File: config.mk
export PLATFORM = sky130hd
export DESIGN_NAME = dz_top
export DESIGN_NICKNAME = d
export VERILOG_FILES = /design/src/hw/dz_pkg.sv /design/src/hw/dz_tick_gen.sv /design/src/hw/dz_countdown.sv /design/src/hw/dz_glyph_rom.sv /design/src/hw/dz_show.sv /design/src/hw/dz_top.sv
export SDC_FILE = /design/constraint.sdc
export NUM_CORES = 1
export LEC_CHECK = 0
export BUFFER_PORTS_ARGS = -buffer_cell sky130_fd_sc_hd__buf_2
export CORE_UTILIZATION = 58
export CTS_BUF_LIST = sky130_fd_sc_hd__clkbuf_4 sky130_fd_sc_hd__clkbuf_8 sky130_fd_sc_hd__clkbuf_16
export CTS_CLUSTER_DIAMETER = 80
export DETAILED_ROUTE_END_ITERATION = 6
export GPL_ROUTABILITY_DRIVEN = 1
export PLACE_DENSITY = 0.82
export SYNTH_ARGS = -nofsm -noshare
export SYNTH_HDL_FRONTEND = slang
export SYNTH_SLANG_ARGS = --single-unit
File: constraint.sdc
create_clock -name clk -period 2.2 [get_ports clk]
set_input_delay 0.44 -clock clk [delete_from_list [all_inputs] [get_ports clk]]
set_output_delay 0.44 -clock clk [all_outputs]
set_load 0.05 [all_outputs]
File: src/hw/dz_pkg.sv
`default_nettype none

package dz_pkg;

    // tick dividers kept small for simulation.
    localparam int SCAN_DIV  = 4;   // clocks per scan strobe.
    localparam int SEC_SCANS = 32;  // scan strobes per second.

    localparam int DIV_W  = $clog2(SCAN_DIV);
    localparam int SCAN_W = $clog2(SEC_SCANS);

    localparam int GLYPH_W = 3;
    localparam int ROW_W   = 8;

    localparam logic [GLYPH_W-1:0] START_DIGIT  = 3'd6;
    localparam logic [GLYPH_W-1:0] MARKER_GLYPH = 3'd7;

    typedef enum logic [1:0] {
        CD_IDLE  = 2'd0,
        CD_COUNT = 2'd1,
        CD_DONE  = 2'd2
    } cd_state_e;

    // yellow is red and green together.
    typedef enum logic [1:0] {
        COL_OFF    = 2'd0,
        COL_RED    = 2'd1,
        COL_GREEN  = 2'd2,
        COL_YELLOW = 2'd3
    } dz_color_e;

endpackage

`default_nettype wire

File: src/hw/dz_tick_gen.sv
`timescale 1ns/10ps
`default_nettype none

module dz_tick_gen (
    input  wire  clk,
    input  wire  rst,
    output logic scan_stb,
    output logic sec_tick
);

    logic [dz_pkg::DIV_W-1:0]  div_cnt;
    logic [dz_pkg::SCAN_W-1:0] scan_cnt;
    logic                      div_wrap;
    logic                      scan_wrap;

    assign div_wrap  = (div_cnt == dz_pkg::DIV_W'(dz_pkg::SCAN_DIV - 1));
    assign scan_wrap = (scan_cnt == dz_pkg::SCAN_W'(dz_pkg::SEC_SCANS - 1));

    always_ff @(posedge clk or posedge rst)
    begin
        if (rst)
        begin
            div_cnt  <= '0;
            scan_cnt <= '0;
            scan_stb <= 1'b0;
            sec_tick <= 1'b0;
        end
        else
        begin
            scan_stb <= div_wrap;
            sec_tick <= div_wrap && scan_wrap; // only ever with scan_stb.
            if (div_wrap)
            begin
                div_cnt <= '0;
                if (scan_wrap)
                    scan_cnt <= '0;
                else
                    scan_cnt <= scan_cnt + 1'b1;
            end
            else
            begin
                div_cnt <= div_cnt + 1'b1;
            end
        end
    end

endmodule

`default_nettype wire

File: src/hw/dz_countdown.sv
`timescale 1ns/10ps
`default_nettype none

module dz_countdown (
    input  wire                         clk,
    input  wire                         rst,
    input  wire                         st,
    input  wire                         hold,
    input  wire                         sec_tick,
    output logic [dz_pkg::GLYPH_W-1:0]  digit,
    output logic                        done
);

    dz_pkg::cd_state_e state;

    always_ff @(posedge clk or posedge rst)
    begin
        if (rst)
        begin
            state <= dz_pkg::CD_IDLE;
            digit <= '0;
        end
        else if (!st)
        begin
            // start released returns to idle from anywhere.
            state <= dz_pkg::CD_IDLE;
            digit <= '0;
        end
        else
        begin
            case (state)
                dz_pkg::CD_IDLE:
                begin
                    state <= dz_pkg::CD_COUNT;
                    digit <= dz_pkg::START_DIGIT;
                end
                dz_pkg::CD_COUNT:
                begin
                    if (sec_tick && !hold)
                    begin
                        if (digit == '0)
                        begin
                            state <= dz_pkg::CD_DONE;
                            digit <= dz_pkg::MARKER_GLYPH;
                        end
                        else
                        begin
                            digit <= digit - 1'b1;
                        end
                    end
                end
                dz_pkg::CD_DONE:
                begin
                    digit <= dz_pkg::MARKER_GLYPH; // parked until st drops.
                end
                default:
                begin
                    state <= dz_pkg::CD_IDLE;
                    digit <= '0;
                end
            endcase
        end
    end

    assign done = (state == dz_pkg::CD_DONE);

endmodule

`default_nettype wire

File: src/hw/dz_glyph_rom.sv
`timescale 1ns/10ps
`default_nettype none

module dz_glyph_rom (
    input  wire  [dz_pkg::GLYPH_W-1:0] glyph,
    input  wire  [2:0]                 row_idx,
    output logic [dz_pkg::ROW_W-1:0]   bits,
    output dz_pkg::dz_color_e          color
);

    always_comb
    begin
        bits = '0;
        case (glyph)
            3'd0:
                case (row_idx)
                    3'd1, 3'd7:             bits = 8'b0011_1100;
                    3'd2, 3'd3, 3'd4,
                    3'd5, 3'd6:             bits = 8'b0100_0010;
                    default:                bits = '0;
                endcase
            3'd1:
                case (row_idx)
                    3'd1, 3'd2, 3'd4,
                    3'd5, 3'd6:             bits = 8'b0001_1000;
                    3'd3:                   bits = 8'b0011_1000;
                    3'd7:                   bits = 8'b0111_1110;
                    default:                bits = '0;
                endcase
            3'd2:
                case (row_idx)
                    3'd1:                   bits = 8'b0011_1100;
                    3'd2:                   bits = 8'b0110_0110;
                    3'd3:                   bits = 8'b0000_0110;
                    3'd4:                   bits = 8'b0000_1100;
                    3'd5:                   bits = 8'b0011_0000;
                    3'd6:                   bits = 8'b0110_0000;
                    3'd7:                   bits = 8'b0111_1110;
                    default:                bits = '0;
                endcase
            3'd3:
                case (row_idx)
                    3'd1, 3'd7:             bits = 8'b0011_1100;
                    3'd2, 3'd6:             bits = 8'b0110_0110;
                    3'd3, 3'd5:             bits = 8'b0000_0110;
                    3'd4:                   bits = 8'b0001_1100;
                    default:                bits = '0;
                endcase
            3'd4:
                case (row_idx)
                    3'd1, 3'd6, 3'd7:       bits = 8'b0000_1100;
                    3'd2:                   bits = 8'b0001_1100;
                    3'd3:                   bits = 8'b0010_1100;
                    3'd4:                   bits = 8'b0100_1100;
                    3'd5:                   bits = 8'b0111_1110;
                    default:                bits = '0;
                endcase
            3'd5:
                case (row_idx)
                    3'd1:                   bits = 8'b0111_1110;
                    3'd2:                   bits = 8'b0110_0000;
                    3'd3:                   bits = 8'b0111_1100;
                    3'd4, 3'd5:             bits = 8'b0000_0110;
                    3'd6:                   bits = 8'b0110_0110;
                    3'd7:                   bits = 8'b0011_1100;
                    default:                bits = '0;
                endcase
            3'd6:
                case (row_idx)
                    3'd0:                   bits = 8'b0111_1000;
                    3'd1:                   bits = 8'b1100_1100;
                    3'd2:                   bits = 8'b0000_1100;
                    3'd3:                   bits = 8'b0001_1000;
                    3'd4, 3'd6:             bits = 8'b0011_0000;
                    default:                bits = '0;
                endcase
            default: // finished marker.
                case (row_idx)
                    3'd1:                   bits = 8'b0010_0010;
                    3'd2:                   bits = 8'b0111_0111;
                    default:                bits = '0;
                endcase
        endcase
    end

    // colour by glyph only.
    always_comb
    begin
        case (glyph)
            3'd0, 3'd1:         color = dz_pkg::COL_GREEN;
            3'd2, 3'd3:         color = dz_pkg::COL_YELLOW;
            3'd4, 3'd5, 3'd6:   color = dz_pkg::COL_RED;
            default:            color = dz_pkg::COL_YELLOW;
        endcase
    end

endmodule

`default_nettype wire

File: src/hw/dz_show.sv
`timescale 1ns/10ps
`default_nettype none

module dz_show (
    input  wire                        clk,
    input  wire                        rst,
    input  wire                        st,
    input  wire                        scan_stb,
    input  wire  [dz_pkg::GLYPH_W-1:0] num,
    output logic [dz_pkg::ROW_W-1:0]   row,
    output logic [dz_pkg::ROW_W-1:0]   colr,
    output logic [dz_pkg::ROW_W-1:0]   colg
);

    logic [2:0]                 row_idx;
    logic [dz_pkg::GLYPH_W-1:0] frame_num;
    logic                       live;       // set once the first frame starts.
    logic [dz_pkg::ROW_W-1:0]   rom_bits;
    dz_pkg::dz_color_e          rom_color;

    always_ff @(posedge clk or posedge rst)
    begin
        if (rst)
        begin
            row_idx <= 3'd7;
            live    <= 1'b0;
        end
        else if (!st)
        begin
            row_idx <= 3'd7; // next frame starts at row 0.
            live    <= 1'b0;
        end
        else if (scan_stb)
        begin
            row_idx <= row_idx + 3'd1;
            live    <= 1'b1;
        end
    end

    // digit fixed for a whole frame.
    always_ff @(posedge clk)
    begin
        if (st && scan_stb && row_idx == 3'd7)
            frame_num <= num;
    end

    dz_glyph_rom u_dz_glyph_rom (
        .glyph   (frame_num),
        .row_idx (row_idx),
        .bits    (rom_bits),
        .color   (rom_color)
    );

    always_ff @(posedge clk or posedge rst)
    begin
        if (rst)
        begin
            row  <= '1;
            colr <= '0;
            colg <= '0;
        end
        else if (!st || !live)
        begin
            row  <= '1;
            colr <= '0;
            colg <= '0;
        end
        else
        begin
            row  <= ~(dz_pkg::ROW_W'(1) << row_idx); // active low.
            colr <= (rom_color == dz_pkg::COL_RED || rom_color == dz_pkg::COL_YELLOW)
                    ? rom_bits : '0;
            colg <= (rom_color == dz_pkg::COL_GREEN || rom_color == dz_pkg::COL_YELLOW)
                    ? rom_bits : '0;
        end
    end

endmodule

`default_nettype wire

File: src/hw/dz_top.sv
`timescale 1ns/10ps
`default_nettype none

module dz_top (
    input  wire                        clk,
    input  wire                        rst,
    input  wire                        st,
    input  wire                        hold,
    output logic [dz_pkg::ROW_W-1:0]   row,
    output logic [dz_pkg::ROW_W-1:0]   colr,
    output logic [dz_pkg::ROW_W-1:0]   colg,
    output logic [dz_pkg::GLYPH_W-1:0] digit,
    output logic                       done
);

    logic scan_stb;
    logic sec_tick;

    dz_tick_gen u_dz_tick_gen (
        .clk      (clk),
        .rst      (rst),
        .scan_stb (scan_stb),
        .sec_tick (sec_tick)
    );

    dz_countdown u_dz_countdown (
        .clk      (clk),
        .rst      (rst),
        .st       (st),
        .hold     (hold),
        .sec_tick (sec_tick),
        .digit    (digit),
        .done     (done)
    );

    // the scanner shows the live count.
    dz_show u_dz_show (
        .clk      (clk),
        .rst      (rst),
        .st       (st),
        .scan_stb (scan_stb),
        .num      (digit),
        .row      (row),
        .colr     (colr),
        .colg     (colg)
    );

endmodule

`default_nettype wire

==> results of run 1 <==
flip-flops by register name (all words and copies together), names as in the netlist:
register / count
u_dz_tick_gen.div_cnt: 2
u_dz_tick_gen.scan_cnt: 5
u_dz_show.row_idx: 3
u_dz_tick_gen.sec_tick: 1
u_dz_show.colr: 8
u_dz_tick_gen.scan_stb: 1
u_dz_show.live: 1
u_dz_countdown.state: 2
u_dz_show.frame_num: 3
u_dz_show.row: 8
u_dz_countdown.digit: 3
u_dz_show.colg: 8
kinds of logic (layout without fill, tap and decap cells):
| group | Yosys count | in the layout | synth area share, % |
|---|---|---|---|
| XOR/XNOR | 1 | 1 | 0.339 |
| flip-flops | 45 | 45 | 44.7 |
| other | 1 | 1 | 0.145 |
| buffers and inverters | 25 | 71 | 4.46 |
| adder cells (fa/ha/maj) | 17 | 17 | 8.24 |
| multiplexers | 5 | 5 | 2.08 |
| AND/OR/NAND/NOR | 92 | 92 | 19.4 |
| AO/OA/AOI/OAI | 66 | 66 | 20.6 |
Yosys cell counts, drive strengths merged, types with 2 or more instances:
library cell / instances / area (um2)
a2111oi: 5 / 88.8
a211oi: 4 / 35.0
a21oi: 13 / 72.6
a221oi: 2 / 23.8
a22o: 2 / 18.8
a311oi: 3 / 26.3
a31oi: 6 / 37.5
and2: 4 / 25.0
and3: 5 / 36.3
and3b: 3 / 26.3
buf: 10 / 58.8
clkbuf: 4 / 15.0
dfrtp: 31 / 776
dfstp: 11 / 289
edfxtp: 3 / 90.1
ha: 17 / 213
inv: 11 / 41.3
mux2: 3 / 33.8
mux2i: 2 / 20.0
nand2: 21 / 78.8
nand2b: 5 / 31.3
nand3: 6 / 30.0
nand3b: 3 / 22.5
nor2: 21 / 78.8
nor2b: 6 / 40.0
nor3: 5 / 25.0
nor3b: 3 / 22.5
o211ai: 3 / 22.5
o21ai: 12 / 60.1
o22ai: 2 / 12.5
o31a: 2 / 26.3
or2: 4 / 27.5
or3b: 2 / 17.5
or4: 2 / 15.0
placed cells by master (no fill, tap or decap), drive strengths merged, types with 6 or more instances in the layout:
cell type	n
a21oi	13
a31oi	6
buf	52
dfrtp	31
dfstp	11
ha	17
inv	12
nand2	21
nand3	6
nor2	21
nor2b	6
o21ai	12
through the flow:
| stage | instance area [um2] | util (%) | instances | power [uW] |
|---|---|---|---|---|
| global placement | 2880 | 69.4 | 339 | 1830 |
| global route | 3030 | 73.1 | 348 | 2550 |
| floorplan | 2580 | - | 252 | 1630 |
| detailed placement | 2880 | 69.4 | 339 | 1870 |
| CTS | 2980 | 71.8 | 348 | 2380 |
| finish | 3030 | 73.1 | 348 | 2420 |
where the power goes:
group	internal [uW]	total [uW]	leakage [uW]	switching [uW]
registers	910	1010	0.000550	100
clock network	225	519	0.0000445	294
logic	339	894	0.000785	555
total	1470	2420	0.00138	949
worst reg2reg max path, stage by stage, from the launching register on:
cell and delay, ns:
sky130_fd_sc_hd__dfstp_2 0.58, sky130_fd_sc_hd__inv_2 0.08, sky130_fd_sc_hd__ha_1 0.21, sky130_fd_sc_hd__or2_4 0.26, sky130_fd_sc_hd__o31a_4 0.33, sky130_fd_sc_hd__a2111oi_4 0.39
sky130_fd_sc_hd__a31oi_1 0.13
routing by layer:
metal	vias up	track usage, %	routed length, um
li1	992	-	-
met1	994	35.3	2560
met2	65	48.9	3000
met3	19	4.77	229
met4	0	14.3	192
met5	-	0	0
worst paths after layout:
check / to / slack (ns) / startpoint
hold reg to reg: u_dz_tick_gen.div_cnt[0] / 0.44 / u_dz_tick_gen.div_cnt[0]
max in group asynchronous: u_dz_show.row[3] / 1.58 / rst
hold / removal: u_dz_tick_gen.scan_cnt[3] / 0.24 / rst
setup / recovery: u_dz_show.colg[5] / 0.08 / u_dz_show.row_idx[1]
min in group clk: u_dz_show.row_idx[2] / 0.42 / st
setup reg to reg: u_dz_show.colg[5] / 0.08 / u_dz_show.row_idx[1]
repair_timing:
action                                  in CTS  in global routing
endpoints found under the setup margin       5                 11
cloned                                       0                  0
resized for setup                            1                 12
setup buffers                                1                  0
pin swaps                                    0                  1
final cells by class:
class	instances	area, um2
Multi-Input combinational cell	182	1370
Sequential cell	45	1150
Fill cell	309	1110
Timing Repair Buffer	52	313
Clock buffer	5	68.8
Tap cell	50	62.6
Inverter	11	41.3
Clock inverter	3	21.3
==> results by stage, run 1 <==
Outcome:
- The flow ran to the end, and the final reports show no timing, DRC or antenna violations.

Clock network:
- CTS built an H-tree with a depth of 2.
- The clock insertion delay at the later pin of the skew report is 0.30 ns.
- The TritonCTS buffer count is 5.
- The register clock-pin slew on the reported worst setup and hold paths is 0.09 ns.
- TritonCTS built the clock tree.
- The maximum root-to-sink buffer count is 2.
- The total clock sinks is 45.
- The root buffer selected by CTS is sky130_fd_sc_hd__clkbuf_8.
- The number of buffers inserted for hold repair after clock tree synthesis is 0.

Cells and area:
- The final layout net count is 318.
- The fraction of final layout cells with drive strength greater than 1 is 34.9%.
- The synthesis-to-finish area growth is 17.4%.
- The repair_antennas step left the layout with diodes totalling 0.

Route:
- In the routed design, unresolved DRC markers number 0.
- In this run, the number of DRC markers left after iteration 0 of detailed routing was 195.
- The average wire per cell in the routed design is 17.2 um.
- In the routed layout, each cell is associated on average with a via count of 5.95.
- The first detailed-routing pass ran for 4 iterations.
- Once detail routing completed, the nets flagged for antenna violations numbered 0.
- Detailed routing inserted a total of 2070 vias.
- The total wire length is 5.97 mm.

Floorplanning:
- After floorplanning, the core was sized to cover 4140 um2.
- The floorplan step set the die height to 68.7 um.
- The number of cell rows is 23.
- The initial utilization of the core area, before any placement, comes to 62.3%.
- The floorplan step defined a die boundary enclosing 4720 um2.
- The number of top-level pins is 32.
- The floorplan step set the die width to 68.7 um.

Yosys:
- Counting distinct cell types in the post-synthesis netlist gives 66.
- Among all flip-flop cells after synthesis, the most frequent one is sky130_fd_sc_hd__dfrtp_1.
- A synthesized cell averages 10.2 um2.
- For this run, asynchronously set or reset flops after synthesis account for 93.3%.
- In this run, synthesis produced a sequential element count of 45.
- The netlist area before placement is 2580 um2.
- Synthesis produced a netlist with a net count of 273.
- Of the synthesized area, sequential elements account for 44.7%.
- The total number of yosys warnings is 0.
- Yosys mapped a number of flops with a built-in enable equal to 3.
- The instance count of the mapped netlist is 252.

STA:
- Setup repair after global routing could not meet its margin everywhere.
- On the final layout, the worst clock skew is 0.00657 ns.
- The final critical path takes up 96.5% of the cycle.
- The setup TNS is 0 ns.
- The clock period minus worst slack is 2.12 ns.
- The final setup violation count is 0.
- The count of final max-slew check failures came to 0.
- The hold slack is 0.244 ns.
- Headroom to the max-slew limit came out at 66.9%.
- The worst path meets setup with 0.0765 ns of slack.
- The total count of hold-check failures in the final report is 0.
- For the pin with the worst max-slew slack, the measured transition is 0.493 ns.
- Derived from the worst setup path, the maximum achievable clock frequency is 471 MHz.

Min path:
- In this run the worst hold path is classified as primary input to asynchronous set/reset pin.

Global routing:
- The overflow left after global routing is 0.
- The number of antenna violations at the first check in global routing is 0.
- The largest net degree at the start of global routing is 43.
- The first global-routing pass estimated 9.76 mm of wire.
- The via count of the first global-routing pass came to 2013.
- The global router's overall resource usage is 28.8%.

Worst setup path:
- The signal on the critical path passes through inv_2 > ha_1 > or2_4 > o31a_4 > a2111oi_4 > a31oi_1.
- The highest net fanout along the worst path is 6.
- STA classifies the critical path endpoint as a flop.
- The cell class contributing the biggest share of worst-path delay is compound AO/OA/AOI/OAI gates.
- The slowest stage of the critical path belongs to the cell sky130_fd_sc_hd__dfstp_2.
- The largest single stage delay on the critical path is 0.58 ns.
- Together, buffers and inverters on the worst path number 1.
- In this run the number of cells on the critical path is 6.
- The type of origin of the critical path is a flop.
- STA puts the critical path data arrival time at 2.29 ns.
- The data required time at the worst endpoint is 2.36 ns.
- The critical path is of the flop to flop type.
- The worst register-to-register path has a depth of 6.

Placement:
- Routability-driven placement finished with a final weighted congestion of 1.01.
- The worst slack at placement is -0.00744 ns.
- Once detailed placement completed, the half-perimeter wirelength came to 4.45 mm.
- The number of input and output port buffers inserted is 31.

Run:
- Across the run, the number of max-cap violations was 0.

Power:
- The power per standard cell area is 800 nW/um2.
- The cell leakage power is 0.00138 uW.
- IR analysis of the VDD net gives a maximum drop of 0.698 mV.
No activity file was read; power rests on OpenSTA's default activity.
==> inputs of run 2 (changes only) <==
Settings changed: RECOVER_POWER from default to 25.
==> run 2 against run 1 <==
Net effect:
- cell count unchanged
- via count unchanged
- die area unchanged
- cell area about the same
- non-clock buffer count unchanged
- hold slack better by 0.17 ns
- first-iteration DRC count unchanged
- flip-flop and latch count unchanged
- sequential power about the same
- clock skew unchanged
==> results by stage, run 2 (same netlist as run 1, synthesis figures left out) <==
STA:
- After layout, the worst path uses 96.5% of the clock period.
- In the post-route analysis, the smallest setup slack over all paths is 0.0765 ns.
- Subtracting the final worst setup slack from the clock period gives 2.12 ns.
- On the final layout, the worst clock skew is 0.00657 ns.
- The worst pin sits at a relative slew slack of 34.1%.
- The final setup violation count is 0.
- The count of final max-slew check failures is 0.
- Setup repair after global routing could not meet its margin everywhere.
- The total count of hold-check failures in the final report is 0.
- For the pin with the worst max-slew slack, the measured transition is 0.988 ns.
- The highest clock frequency the design can meet is 471 MHz.

Cells and area:
- The top cell types in the final layout, fill and taps aside, are 31 x sky130_fd_sc_hd__buf_2, 31 x sky130_fd_sc_hd__dfrtp_1, 21 x sky130_fd_sc_hd__nand2_1.
- For this run, the post-layout net count is 318.
- The post-route netlist has 34.9% of its cells at a drive strength greater than 1.
- The number of antenna cells inserted is 0.
- Cells fill 73.1% of the core in the end.
- From synthesis to final layout, the design area changed by 17.3%.
- In the final layout, the registers with the most flip-flops are u_dz_show.colg x8, u_dz_show.colr x8, u_dz_show.row x8.
- The number of filler cells placed in the layout is 309.

Global routing:
- The overflow left after global routing is 0.
- The via count of the first global-routing pass came to 2013.
- Entering global routing, the biggest net connects 43 pins.
- The number of antenna violations at the first check in global routing is 0.
- The first global-routing pass estimated 9.76 mm of wire.
- For this run, the total global-route usage over all layers was measured as 28.8%.

Floorplanning:
- The height of the die is 68.7 um.
- The number of top-level pins is 32.
- The initial cell density of the core is 62.3%.
- The die width is 68.7 um.
- The floorplan step defined a die boundary enclosing 4720 um2.
- The floorplan has 23 rows.
- The placeable core region is 4140 um2.

Worst setup path:
- The highest net fanout along the worst path is 6.
- The data arrival time of the critical path is 2.29 ns.
- The critical path is of the flop to flop type.
- The worst register-to-register path has a setup slack of 0.08 ns.
- STA classifies the critical path startpoint as a flop.
- The path depth of the worst reg2reg path is 6.
- The cell with the largest stage delay on the worst path is sky130_fd_sc_hd__dfstp_2.
- In this run the critical register-to-register path is captured at u_dz_show.colg[5].
- The largest single stage delay on the critical path is 0.58 ns.
- The data required time at the worst endpoint is 2.36 ns.
- The worst reg2reg path startpoint is u_dz_show.row_idx[1].
- Walking the worst path, the cells encountered are inv_2 > ha_1 > or2_4 > o31a_4 > a2111oi_4 > a31oi_1.
- STA classifies the critical path endpoint as a flop.

Route:
- The average wire per cell in the routed design is 17.2 um.
- The average vias per placed instance is 5.95.
- The total via count in the routed design is 2070.
- The DRC violation count after routing is 0.
- The antenna violation net count after detailed routing is 0.
- The violation count after the first detailed-routing iteration is 195.
- The number of optimization iterations in the first detailed-route pass is 4.
- The total wire length is 5.97 mm.

Power:
- The cell leakage power is 0.00138 uW.
- The power per standard cell area is 800 nW/um2.
- The worst vdd rail ir drop is 0.698 mV.

Min path:
- The startpoint identified for the worst hold timing path is st.
- The type of the most critical hold path is primary input to flop.
- Counting instances, the worst hold path has a depth of 2.
- The worst hold path terminates at u_dz_show.row_idx[2].

Placement:
- The final estimated routing congestion in global placement is 1.01.
- Before CTS, the worst setup slack after placement is -0.00744 ns.
- The number of input and output port buffers inserted is 31.
- Detailed placement finished with a half-perimeter wire length of 4.45 mm.

Clock network:
- The number of clock buffers added by TritonCTS is 5.
- The maximum level of the CTS H-tree is 2.
- The root buffer selected by CTS is sky130_fd_sc_hd__clkbuf_8.
- The total clock sinks is 45.
- TritonCTS built the clock tree.
- In this run the deepest clock path goes through 2 buffers.
- The clock reaches the later pin of the worst-skew pair after 0.30 ns.
- The register clock-pin slew on the reported worst setup and hold paths is 0.09 ns.
- The number of buffers inserted for hold repair after clock tree synthesis is 0.

Outcome:
- The run finished with clean final reports.

Run:
- The total of max-cap violations is 0.
run 2: how the worst max path moves through the flow:
| stage | start | end | cells past startpoint | slack [ns] |
|---|---|---|---|---|
| 5_1_grt | u_dz_show.row_idx[0] | u_dz_show.colg[5] | 7 | -0.02 |
| 6_report | u_dz_show.row_idx[1] | u_dz_show.colg[5] | 6 | 0.08 |
| 4_1_cts | u_dz_show.row_idx[1] | u_dz_show.colg[5] | 8 | 0.03 |
| 2_1_floorplan | u_dz_show.row_idx[2] | u_dz_show.colg[2] | 8 | 0.15 |
| 3_3_place_gp | u_dz_show.row_idx[1] | u_dz_show.colg[4] | 7 | 0.04 |
| 3_5_place_dp | u_dz_show.row_idx[1] | u_dz_show.colg[2] | 8 | -0.007 |
run 2: final cells by class:
class	instances	area, um2	share of cell area, %
clock buffer	5	68.8	2.27
clock inverter	3	21.3	0.702
inverter	11	41.3	1.36
multi-input combinational	182	1370	45.2
sequential	45	1150	38.1
tap	50	62.6	2.07
timing repair buffer	52	310	10.2
run 2: per-stage QoR:
stage	hold slack [ns]	area (um2)	TNS [ns]	total power, uW	std cells
after floorplan	0.403	2580	0	1630	252
after global placement	0.413	2880	0	1830	339
after detailed placement	0.426	2880	-0.0173	1870	339
after CTS	0.265	2980	0	2380	348
after global routing	0.428	3030	-0.0410	2550	348
final	0.416	3030	0	2420	348
run 2: repair_timing:
item | CTS | global route
setup buffers | 1 | 0
endpoints found under the hold margin | 0 | 0
gates resized for setup | 1 | 12
endpoints found under the setup margin | 5 | 11
pin swaps | 0 | 1
run 2: metal layers:
| layer | share of wire [%] | vias to the layer above | GRT usage [%] |
|---|---|---|---|
| li1 | - | 992 | - |
| met1 | 43 | 994 | 35.3 |
| met2 | 50 | 65 | 48.9 |
| met3 | 3.8 | 19 | 4.77 |
| met4 | 3.2 | 0 | 14.3 |
| met5 | 0 | - | 0 |
run 2: critical path, delay by kind of cell (launching register included):
kind	cells	cell delay, ns
compound gates	3	0.85
buf+inv	1	0.08
simple gates	1	0.25
fa+ha+maj	1	0.21
flops	1	0.58
run 2: report_power, final:
group          switching [uW]  internal [uW]
logic                     555            338
registers                 100            910
clock network             294            225
